$ cat src/design/ooo_cb_pkg.sv
// shared types for the completion side of the ooo core
// exception cause codes, exception record, buffer word union
// data and address width

package ooo_cb_pkg;

  // machine word and address width
  localparam int XLEN = 32;

  // exception causes, fixed 2-bit encoding
  typedef enum logic [1:0] {
    MAL_INSN  = 2'd0,  // jump target not word aligned
    MAL_LOAD  = 2'd1,  // load word address misaligned
    MAL_STORE = 2'd2,  // store word address misaligned
    ILLEGAL   = 2'd3   // illegal instruction flag from the fu
  } cause_e;

  // exception record, fills one buffer word
  // pc low two bits always zero for a legal fetch, so dropped
  typedef struct packed {
    cause_e      cause;  // [31:30]
    logic [29:0] pc_hi;  // faulting pc[31:2]
  } exc_rec_t;

  // one buffer word, two readings
  // entry exception bit picks which one is live
  typedef union packed {
    logic [XLEN-1:0] result;  // register write value
    exc_rec_t        exc;     // exception record
  } cb_word_u;

  // exc_rec_t must fill the word exactly for the union
  // 2 bits of cause plus 30 bits of pc
  // result, link value or record share the same storage

endpackage
$ cat src/design/ooo_writeback_top.sv
// completion side top level
// one completion buffer, NUM_LANES writeback lanes, the retire unit

`timescale 1ns/1ns

module ooo_writeback_top #(
  parameter  int NUM_LANES = 3,
  parameter  int CB_DEPTH  = 8,               // power of two
  localparam int IDX_W     = $clog2(CB_DEPTH)
) (
  input  logic                                          CLK,
  input  logic                                          nRST,
  // dispatch
  input  logic                                          alloc_valid,
  input  logic [4:0]                                    alloc_rd,
  output logic [IDX_W-1:0]                              alloc_index,
  output logic                                          cb_full,
  // functional unit results, one slice per lane
  input  logic [NUM_LANES-1:0]                          fu_valid,
  input  logic [NUM_LANES-1:0][IDX_W-1:0]               fu_index,
  input  logic [NUM_LANES-1:0][ooo_cb_pkg::XLEN-1:0]    fu_pc,
  input  logic [NUM_LANES-1:0][ooo_cb_pkg::XLEN-1:0]    fu_result,
  input  logic [NUM_LANES-1:0][ooo_cb_pkg::XLEN-1:0]    fu_addr,
  input  logic [NUM_LANES-1:0]                          fu_is_jump,
  input  logic [NUM_LANES-1:0]                          fu_is_load,
  input  logic [NUM_LANES-1:0]                          fu_is_store,
  input  logic [NUM_LANES-1:0]                          fu_illegal,
  // retire
  output logic                                          rf_wen,
  output logic [4:0]                                    rf_rd,
  output logic [ooo_cb_pkg::XLEN-1:0]                   rf_wdata,
  output logic                                          exc_valid,
  output ooo_cb_pkg::cause_e                            exc_cause,
  output logic [ooo_cb_pkg::XLEN-1:0]                   exc_pc,
  output logic [31:0]                                   retired_count
);

  // lanes to buffer
  logic [NUM_LANES-1:0]                 wb_valid;
  logic [NUM_LANES-1:0][IDX_W-1:0]      wb_index;
  logic [NUM_LANES-1:0]                 wb_exception;
  ooo_cb_pkg::cb_word_u [NUM_LANES-1:0] wb_word;
  // buffer to retire and back
  logic                                 head_valid;
  logic [4:0]                           head_rd;
  logic                                 head_exception;
  ooo_cb_pkg::cb_word_u                 head_word;
  logic                                 flush;

  for (genvar g = 0; g < NUM_LANES; g++) begin : g_lane
    fu_writeback_lane #(.IDX_W(IDX_W)) i_lane (
      .CLK, .nRST,
      .fu_valid(fu_valid[g]), .fu_index(fu_index[g]), .fu_pc(fu_pc[g]),
      .fu_result(fu_result[g]), .fu_addr(fu_addr[g]), .fu_is_jump(fu_is_jump[g]),
      .fu_is_load(fu_is_load[g]), .fu_is_store(fu_is_store[g]),
      .fu_illegal(fu_illegal[g]),
      .wb_valid(wb_valid[g]), .wb_index(wb_index[g]),
      .wb_exception(wb_exception[g]), .wb_word(wb_word[g])
    );
  end

  completion_buffer #(.CB_DEPTH(CB_DEPTH), .IDX_W(IDX_W), .NUM_LANES(NUM_LANES)) i_cb (
    .CLK, .nRST, .alloc_valid, .alloc_rd, .alloc_index, .cb_full,
    .wb_valid, .wb_index, .wb_exception, .wb_word,
    .flush, .head_valid, .head_rd, .head_exception, .head_word
  );

  retire_unit i_retire (
    .CLK, .nRST, .head_valid, .head_rd, .head_exception, .head_word,
    .flush, .rf_wen, .rf_rd, .rf_wdata, .exc_valid, .exc_cause, .exc_pc, .retired_count
  );

endmodule

$ cat src/design/retire_unit.sv
// in-order retire of the completion buffer head
// register file write or precise exception with flush
// retired instruction counter

`timescale 1ns/1ns

module retire_unit (
  input  logic                          CLK,
  input  logic                          nRST,
  input  logic                          head_valid,
  input  logic [4:0]                    head_rd,
  input  logic                          head_exception,
  input  ooo_cb_pkg::cb_word_u          head_word,
  output logic                          flush,          // combinational
  output logic                          rf_wen,         // pulse
  output logic [4:0]                    rf_rd,
  output logic [ooo_cb_pkg::XLEN-1:0]   rf_wdata,
  output logic                          exc_valid,      // pulse
  output ooo_cb_pkg::cause_e            exc_cause,
  output logic [ooo_cb_pkg::XLEN-1:0]   exc_pc,
  output logic [31:0]                   retired_count
);

  logic retire_ok;   // normal retirement this cycle
  logic retire_exc;  // faulting head

  assign retire_ok  = head_valid & ~head_exception;
  assign retire_exc = head_valid &  head_exception;
  assign flush      = retire_exc;  // buffer clears at the next edge

  // strobes, pc and counter
  always_ff @(posedge CLK, negedge nRST) begin
    if (!nRST) begin
      rf_wen        <= 1'b0;
      exc_valid     <= 1'b0;
      exc_pc        <= '0;
      retired_count <= '0;
    end else begin
      rf_wen    <= retire_ok & (head_rd != 5'd0);  // x0 never written
      exc_valid <= retire_exc;
      if (retire_ok)  retired_count <= retired_count + 32'd1;  // x0 ops counted too
      if (retire_exc) exc_pc <= {head_word.exc.pc_hi, 2'b00}; // back to byte address
    end
  end

  // write payload, qualified by rf_wen
  always_ff @(posedge CLK) begin
    if (retire_ok) begin
      rf_rd    <= head_rd;
      rf_wdata <= head_word.result;
    end
  end

  // cause payload, qualified by exc_valid
  always_ff @(posedge CLK) begin
    if (retire_exc) exc_cause <= head_word.exc.cause;
  end

endmodule

$ cat src/design/completion_buffer.sv
// circular completion buffer
// in-order allocation at the tail, out-of-order marking from the lanes
// in-order head presented to the retire unit, full flush on exception

`timescale 1ns/1ns

module completion_buffer #(
  parameter int CB_DEPTH  = 8,
  parameter int IDX_W     = 3,
  parameter int NUM_LANES = 3
) (
  input  logic                                    CLK,
  input  logic                                    nRST,
  // dispatch side
  input  logic                                    alloc_valid,   // one-cycle strobe
  input  logic [4:0]                              alloc_rd,
  output logic [IDX_W-1:0]                        alloc_index,   // tail slot, every cycle
  output logic                                    cb_full,
  // lane writebacks
  input  logic [NUM_LANES-1:0]                    wb_valid,
  input  logic [NUM_LANES-1:0][IDX_W-1:0]         wb_index,
  input  logic [NUM_LANES-1:0]                    wb_exception,
  input  ooo_cb_pkg::cb_word_u [NUM_LANES-1:0]    wb_word,
  // retire side
  input  logic                                    flush,
  output logic                                    head_valid,
  output logic [4:0]                              head_rd,
  output logic                                    head_exception,
  output ooo_cb_pkg::cb_word_u                    head_word
);

  // control state per entry
  logic [CB_DEPTH-1:0]  allocated;
  logic [CB_DEPTH-1:0]  done;
  // payload per entry
  logic [CB_DEPTH-1:0]  exception;
  logic [4:0]           rd   [CB_DEPTH];
  ooo_cb_pkg::cb_word_u word [CB_DEPTH];

  logic [IDX_W-1:0]     head_ptr;
  logic [IDX_W-1:0]     tail_ptr;
  logic [IDX_W:0]       occupancy;   // 0 .. CB_DEPTH
  logic                 alloc_ok;
  logic                 pop;

  assign alloc_index = tail_ptr;
  assign cb_full     = (occupancy == (IDX_W+1)'(CB_DEPTH));

  // head straight from state
  assign head_valid     = allocated[head_ptr] & done[head_ptr];
  assign head_rd        = rd[head_ptr];
  assign head_exception = exception[head_ptr];
  assign head_word      = word[head_ptr];

  // dropped when full or flushing
  assign alloc_ok = alloc_valid & ~cb_full & ~flush;
  assign pop      = head_valid;  // retire never stalls

  // pointers and occupancy
  always_ff @(posedge CLK, negedge nRST) begin
    if (!nRST) begin
      head_ptr  <= '0;
      tail_ptr  <= '0;
      occupancy <= '0;
    end else if (flush) begin
      head_ptr  <= '0;   // restart empty
      tail_ptr  <= '0;
      occupancy <= '0;
    end else begin
      if (alloc_ok) tail_ptr <= tail_ptr + 1'b1;  // wraps, depth is a power of two
      if (pop)      head_ptr <= head_ptr + 1'b1;
      case ({alloc_ok, pop})
        2'b10:   occupancy <= occupancy + 1'b1;
        2'b01:   occupancy <= occupancy - 1'b1;
        default: occupancy <= occupancy;          // both or neither
      endcase
    end
  end

  // allocated and done bits
  always_ff @(posedge CLK, negedge nRST) begin
    if (!nRST) begin
      allocated <= '0;
      done      <= '0;
    end else if (flush) begin
      allocated <= '0;  // popped faulting entry goes too
    end else begin
      if (pop) allocated[head_ptr] <= 1'b0;
      if (alloc_ok) begin
        allocated[tail_ptr] <= 1'b1;
        done[tail_ptr]      <= 1'b0;   // fresh slot, not yet completed
      end
      // all lanes land the same cycle, indices are distinct
      for (int l = 0; l < NUM_LANES; l++) begin
        if (wb_valid[l]) done[wb_index[l]] <= 1'b1;
      end
    end
  end

  // payload, written without reset
  always_ff @(posedge CLK) begin
    if (alloc_ok) rd[tail_ptr] <= alloc_rd;
    for (int l = 0; l < NUM_LANES; l++) begin
      if (wb_valid[l]) begin
        exception[wb_index[l]] <= wb_exception[l];
        word[wb_index[l]]      <= wb_word[l];
      end
    end
  end

endmodule

$ cat src/design/fu_writeback_lane.sv
// writeback lane for one functional unit
// checks the result for faults, forms the buffer word
// registers it for one cycle toward the completion buffer

`timescale 1ns/1ns

module fu_writeback_lane #(
  parameter int IDX_W = 3
) (
  input  logic                              CLK,
  input  logic                              nRST,
  input  logic                              fu_valid,     // result strobe
  input  logic [IDX_W-1:0]                  fu_index,     // buffer slot of this op
  input  logic [ooo_cb_pkg::XLEN-1:0]       fu_pc,
  input  logic [ooo_cb_pkg::XLEN-1:0]       fu_result,
  input  logic [ooo_cb_pkg::XLEN-1:0]       fu_addr,      // jump target or mem address
  input  logic                              fu_is_jump,
  input  logic                              fu_is_load,
  input  logic                              fu_is_store,
  input  logic                              fu_illegal,
  output logic                              wb_valid,
  output logic [IDX_W-1:0]                  wb_index,
  output logic                              wb_exception,
  output ooo_cb_pkg::cb_word_u              wb_word
);

  logic               addr_mis;   // low two address bits set
  logic               mis_jump;
  logic               mis_load;
  logic               mis_store;
  logic               fault;
  ooo_cb_pkg::cause_e cause;
  ooo_cb_pkg::cb_word_u word;     // word before the register

  assign addr_mis  = (fu_addr[1:0] != 2'b00);
  assign mis_jump  = fu_is_jump  & addr_mis;
  assign mis_load  = fu_is_load  & addr_mis;
  assign mis_store = fu_is_store & addr_mis;
  assign fault     = fu_illegal | mis_jump | mis_load | mis_store;

  // priority order, illegal wins over any misalignment
  always_comb begin
    if (fu_illegal)    cause = ooo_cb_pkg::ILLEGAL;
    else if (mis_jump) cause = ooo_cb_pkg::MAL_INSN;
    else if (mis_load) cause = ooo_cb_pkg::MAL_LOAD;
    else               cause = ooo_cb_pkg::MAL_STORE;
  end

  always_comb begin
    word = '0;
    if (fault) begin
      word.exc.cause = cause;
      word.exc.pc_hi = fu_pc[31:2];  // record holds word address of the pc
    end else if (fu_is_jump) begin
      word.result = fu_pc + 32'd4;   // link value
    end else begin
      word.result = fu_result;
    end
  end

  // strobe, reset cleared
  always_ff @(posedge CLK, negedge nRST) begin
    if (!nRST) wb_valid <= 1'b0;
    else       wb_valid <= fu_valid;
  end

  // payload, only qualified by wb_valid
  always_ff @(posedge CLK) begin
    if (fu_valid) begin
      wb_index     <= fu_index;
      wb_exception <= fault;
      wb_word      <= word;
    end
  end

endmodule

$ cat config.mk
export PLATFORM = sky130hd
export DESIGN_NAME = ooo_writeback_top
export DESIGN_NICKNAME = d
export VERILOG_FILES = /design/src/design/ooo_cb_pkg.sv /design/src/design/ooo_writeback_top.sv /design/src/design/retire_unit.sv /design/src/design/completion_buffer.sv /design/src/design/fu_writeback_lane.sv
export SDC_FILE = /design/constraint.sdc
export NUM_CORES = 1
export LEC_CHECK = 0
export BUFFER_PORTS_ARGS = -buffer_cell sky130_fd_sc_hd__buf_2
export CORE_MARGIN = 2
export CORE_UTILIZATION = 30
export CTS_CLUSTER_DIAMETER = 150
export CTS_CLUSTER_SIZE = 16
export DETAILED_ROUTE_END_ITERATION = 6
export PLACE_DENSITY = 0.54
export SLEW_MARGIN = 20
export SYNTH_ARGS = -nofsm -noshare
export SYNTH_HDL_FRONTEND = slang
export SYNTH_SLANG_ARGS = --single-unit
$ cat constraint.sdc
create_clock -name CLK -period 3.1 [get_ports CLK]
set_input_delay 0.155 -clock CLK [delete_from_list [all_inputs] [get_ports CLK]]
set_output_delay 0.155 -clock CLK [all_outputs]
set_load 0.01 [all_outputs]
# Yosys cells after proc, flatten, opt, wreduce, memory -nomap -nowiden
# Memories as Yosys holds them, arrays and structs flattened.
# Cells that the tools add are included.
# totals
output_inout_bits	109
ram_bits	296
wordCells	157
in_bits	320
reg_bits	248
mem_count	2
# op_classes
addsub	8
bitwise_logic	35
mux	62
n_lt_le_gt_ge	10
n_eq_ne	3
n_reduce_logical	12
# mem_list
name	depth	width	read_ports	rd_ports_with_merged_regs	write_ports	line_no	text
i_cb.word	8	32	1	0	3	completion_buffer.sv:38	ooo_cb_pkg::cb_word_u word [CB_DEPTH];
i_cb.rd	8	5	1	0	1	completion_buffer.sv:37	logic [4:0] rd [CB_DEPTH];
# ops
op	n
32-bit 2-to-1 mux	6
8-bit 2-to-1 mux	14
32-bit by 3-bit adder with 32-bit output (second input constant)	3
32-bit by 1-bit adder with 32-bit output (second input constant)	1
8-bit OR	4
8-bit bitwise mux	3
3-bit by 4-bit less-than comparator with 1-bit output (second input constant)	5
2-bit 2-to-1 mux	9
8-bit AND	2
1-bit 2-to-1 mux	16
8-bit inverter	2
1-bit AND	15
1-bit demux with 3-bit select	5
3-bit by 1-bit >= comparator with 1-bit output (second input constant)	5
3-bit 2-to-1 mux	4
2-bit nonzero test	5
1-bit binary-select mux with 3-bit select	3
1-bit OR	9
4-bit one-hot mux with 2 select lines	1
3-bit by 1-bit adder with 3-bit output (second input constant)	2
1-bit logical AND	5
5-bit nonzero test	1
4-bit by 1-bit adder with 4-bit output (second input constant)	1
4-bit == test (second input constant)	1
6 further kinds	8

# Logic depth before layout (Yosys ltp)
# depth
word_depth	16
mapped_depth	17
mapped_depth_nobuf	14

# Cells and area by module
# From an unflattened synthesis, not the netlist that was laid out.
# unflattened
hier_cells	2710
area_unflattened_um2	29117.9
# by_module_without_submodules
mod	seq_area_each_um2	n_inst	area_per_inst_um2	cells_per_inst
completion_buffer	9699.3	1	18114.9	1710
fu_writeback_lane	1106.1	3	2369.8	252
retire_unit	2772.7	1	3893.7	244

# Worst setup path before layout
# OpenSTA, ideal clock, no wires.
# synth_timing
kind	reg-to-reg
from	reg i_cb.head_ptr[2]
to	reg i_cb.occupancy[3]
path_stages_with_launch	15
required_time_ns	2.977
path_buffers	2
setup_ns	0.123
setup_slack_ns	-0.029
synth_period_minus_slack_ns	3.129
t_arrival_ns	3.006
cell_sequence	dfrtp_1 > buf_6 > nor2_2 > o21ai_0 > a41oi_2 > nor2_1 > nand2_1 > clkbuf_1 > nand2_1 > ha_1 > ha_1 > a31o_2 > a221oi_1 > xnor2_1 > nor2_1
# synth_via
elab_chain_len	9
word_cells_on_any_way	15
cone_classes	2 x eq/ne; 8 x mux; 4 x bitwise; 1 x reduce/logical
# synth_rtl
element	line_no	text
start, declared	completion_buffer.sv:40	logic [IDX_W-1:0] head_ptr;
start signal, assigned	completion_buffer.sv:71	if (pop) head_ptr <= head_ptr + 1'b1;
1-bit binary-select mux with 3-bit select	completion_buffer.sv:50	assign head_valid = allocated[head_ptr] & done[head_ptr];
1-bit 2-to-1 mux (implied by the code)	completion_buffer.sv:50	
1-bit AND	completion_buffer.sv:50	
1-bit AND	retire_unit.sv:28	assign retire_exc = head_valid & head_exception;
1-bit inverter	completion_buffer.sv:56	assign alloc_ok = alloc_valid & ~cb_full & ~flush;
1-bit AND	completion_buffer.sv:56	
2-bit by 1-bit == test with 1-bit output or 2-bit == test (tied branches)	completion_buffer.sv:72	case ({alloc_ok, pop})
4-bit one-hot mux with 2 select lines	completion_buffer.sv:72	
4-bit 2-to-1 mux	completion_buffer.sv:65	end else if (flush) begin
end signal, assigned	completion_buffer.sv:73	2'b10: occupancy <= occupancy + 1'b1;
end signal, assigned	completion_buffer.sv:74	2'b01: occupancy <= occupancy - 1'b1;
end signal, assigned	completion_buffer.sv:75	default: occupancy <= occupancy;
end, declared	completion_buffer.sv:42	logic [IDX_W:0] occupancy;
# Parallel ways exist; a longest one is shown, timed or not. The select of a mux whose other input is x is not followed.
# A chain may end at the register's enable or synchronous reset.

# Worst setup path after layout
# layout_timing
from	reg i_cb.head_ptr[1]
to	reg i_cb.occupancy[3]
# The elaborated chain is that of the path after synthesis.

==> flow_summary.json <==
{
  "status": "complete, but fails checks",
  "violations": "design-rule violations",
  "place_ws_ps": 146.8,
  "slowest_delay_ps": 600,
  "layout_setup_ws_ps": 206.5,
  "coreArea_um2": 98130,
  "powerDensity_nw_per_um2": 712.0,
  "cp_cell_sequence": "mux2i_1 > a221oi_2 > a2bb2oi_2 > nand2_1 > nand2_1 > ha_1 > ha_1 > a31o_2 > a221oi_1 > xnor2_1 > nor2_1",
  "path_clk_slew_ps": 80,
  "first_pass_iters": 7,
  "syn2layout_area_growth_pct": 18.81,
  "synth_edf_count": 443,
  "io_pins": 429,
  "grt_antenna_before_repair": 5,
  "crit_path_start_kind": "register",
  "yosys_most_used_dff": "edfxtp_1",
  "drt-initial-drc-count": 2361,
  "worstPathRequired_ps": 3580,
  "grt_start_max_net_pins": 73,
  "r2r_setup_slack_ps": 210,
  "worstMarginPinSlew_ps": 1012,
  "postSynthRegisterBits": 544,
  "async_reset_ff_share_pct": 17.10,
  "grt_usage_pct": 20.20,
  "fin_crit_sh_pct": 93.34,
  "dp.final_hpwl_um": 72650,
  "maxSlewViolCount": 0,
  "die_w_um": 318.5,
  "synth_cells": 2762,
  "post-route-min-period_ps": 2893,
  "final_layout_size_suffix_gt1_share_pct": 19.28,
  "grt_pass1_vias": 22310,
  "yosys_warnings": 0,
  "grt.overflow.total": 0,
  "insertion_delay_ps": 620,
  "whs_path_depth": 3,
  "ys_types": 75,
  "crit_arrival_ps": 3370,
  "setup_viol": 0,
  "fin_cells": 4418,
  "die_area_um2": 101400,
  "via_per_inst": 5.228,
  "synth-seq-area-share_pct": 53.23,
  "wirelength_um": 105200,
  "cp-end-kind": "register",
  "slowest_stage": "dfrtp_4",
  "io_buffers": 336,
  "initial_core_util_pct": 30.23,
  "finClkSkew_ps": 45.69,
  "dp.cells": 4241,
  "whs_ps": 10.35,
  "hold_viol_final": 0,
  "post-route-util_pct": 35.92,
  "root_buffer": "clkbuf_16",
  "reg2reg_to": "i_cb.occupancy[3]",
  "r2r_cells": 11,
  "cts_sinks": 544,
  "wire_per_inst_um": 23.81,
  "via_count": 23100,
  "syn_avg_cell_area_um2": 10.74,
  "place_area_um2": 33010,
  "numCtsBuffers": 40,
  "cp_max_fo": 14,
  "cts_tree": "built",
  "cts_buffer_depth": 3,
  "holdCritStartpoint": "fu_pc[18]",
  "ant_nets": 0,
  "final_area_um2": 35250,
  "slew_headroom_pct": 32.53,
  "h-tree-depth": 2,
  "drc": 8,
  "syn_area_um2": 29670,
  "fmax_mhz": 345.6,
  "layout_commonest_cell": "edfxtp_1",
  "cellLeakagePower_nw": 13.59,
  "p_total_mw": 25.10,
  "grt_pass1_wl_um": 152600,
  "die_y_um": 318.5,
  "setup_tns_ps": 0,
  "r2r-start": "i_cb.head_ptr[1]",
  "hp-class": "primary input to register",
  "place_congestion": 0.8606,
  "holdPathEnd": "g_lane[0].i_lane.wb_word[16]",
  "vdd_drop_max_uv": 468.4,
  "mostFrequentLayoutCells": "edfxtp_1 (443), buf_2 (335), mux2i_1 (322)",
  "rsz0062_at_grt": "false",
  "maxCapViolCount": 0,
  "rows": 115,
  "worstSetupPathType": "register to register",
  "fin_nets": 3433
}
==> per-layer routing <==
metal,GRT usage [%],vias up,wire length [um]
met1,27.97,11220,45690
met2,31.83,979,47620
met3,3.619,154,8320
met5,0,-,13
li1,-,10740,-
met4,6.772,2,3551
==> flip-flops by register name, summed over array words and instances (netlist names), 9 cells and up <==
register,count
i_cb.word,256
g_lane.i_lane.wb_word,96
i_retire.exc_pc,30
i_retire.retired_count,32
i_cb.rd,40
g_lane.i_lane.wb_index,9
i_retire.rf_wdata,32
==> critical path, delay by kind of cell (launching register included) <==
family | cells | cell delay [ps]
XOR/XNOR | 1 | 150
adder cells (fa/ha/maj) | 2 | 450
AND/OR/NAND/NOR | 3 | 280
flip-flops | 1 | 600
multiplexers | 1 | 190
AO/OA/AOI/OAI | 4 | 1110
==> Yosys cell counts, types with 11 or more instances <==
| library cell | instances | area [um2] |
|---|---|---|
| edfxtp_1 | 443 | 13300 |
| mux2i_1 | 322 | 3223 |
| o21ai_0 | 270 | 1351 |
| nand2_1 | 269 | 1010 |
| nor2_1 | 234 | 878.3 |
| a21oi_1 | 210 | 1051 |
| clkbuf_1 | 175 | 656.9 |
| dfrtp_1 | 93 | 2327 |
| xnor2_1 | 70 | 613.1 |
| nand3_1 | 59 | 295.3 |
| buf_2 | 47 | 235.2 |
| xor2_1 | 45 | 394.1 |
| and3_1 | 34 | 212.7 |
| nor3b_1 | 33 | 247.7 |
| nand4_1 | 31 | 193.9 |
| clkbuf_2 | 30 | 150.1 |
| inv_1 | 30 | 112.6 |
| mux2_1 | 27 | 304.0 |
| a221oi_1 | 26 | 227.7 |
| mux2_2 | 24 | 270.3 |
| a22oi_1 | 18 | 135.1 |
| nor3_1 | 18 | 90.09 |
| nand2b_1 | 15 | 93.84 |
| mux4_2 | 14 | 315.3 |
| and4_1 | 13 | 113.9 |
| a221o_1 | 12 | 120.1 |
| buf_1 | 11 | 41.29 |
| o221ai_1 | 11 | 96.34 |
==> report_power, final <==
part | switching (mW) | internal [mW] | total, mW
registers | 1.06 | 9.74 | 10.8
clock network | 2.70 | 2.44 | 5.14
logic | 5.57 | 3.59 | 9.16
total | 9.33 | 15.8 | 25.1
==> cell type report <==
cell class	instances	area (um2)
clock buffers	61	1080
well taps	1287	1610
multi-input cells	1907	12620
fillers	9791	62880
repair buffers	577	3940
clock inverters	5	65.06
diodes	4	10.01
flip-flops and latches	544	15800
inverters	33	123.9
==> logic make-up after synthesis <==
| group | after synthesis | synth area share [%] |
|---|---|---|
| buf+inv | 312 | 4.563 |
| simple gates | 761 | 12.13 |
| other cells | 1 | 0.01264 |
| compound gates | 632 | 12.39 |
| mux | 387 | 13.86 |
| fa+ha+maj | 10 | 0.4218 |
| xor+xnor | 115 | 3.395 |
| flops | 544 | 53.23 |
==> worst max path at each step <==
stage | slack (ps) | cells past startpoint | to | startpoint
floorplan | 90 | 14 | i_cb.occupancy[3] | i_cb.head_ptr[2]
global placement | 200 | 12 | i_cb.occupancy[3] | i_cb.head_ptr[1]
detailed placement | 150 | 11 | i_cb.occupancy[3] | i_cb.head_ptr[1]
CTS | 110 | 11 | i_cb.occupancy[3] | i_cb.head_ptr[1]
global route | 20 | 12 | i_cb.occupancy[3] | i_cb.head_ptr[1]
finish | 210 | 11 | i_cb.occupancy[3] | i_cb.head_ptr[1]
==> repair_timing <==
item / CTS / global route
hold buffers: 102 / 0
gates resized for setup: 0 / 1
buffers inserted: 0 / 5
endpoints found under the hold margin: 190 / 0
setup endpoints to repair: 0 / 1
No activity file was read; power rests on OpenSTA's default activity.
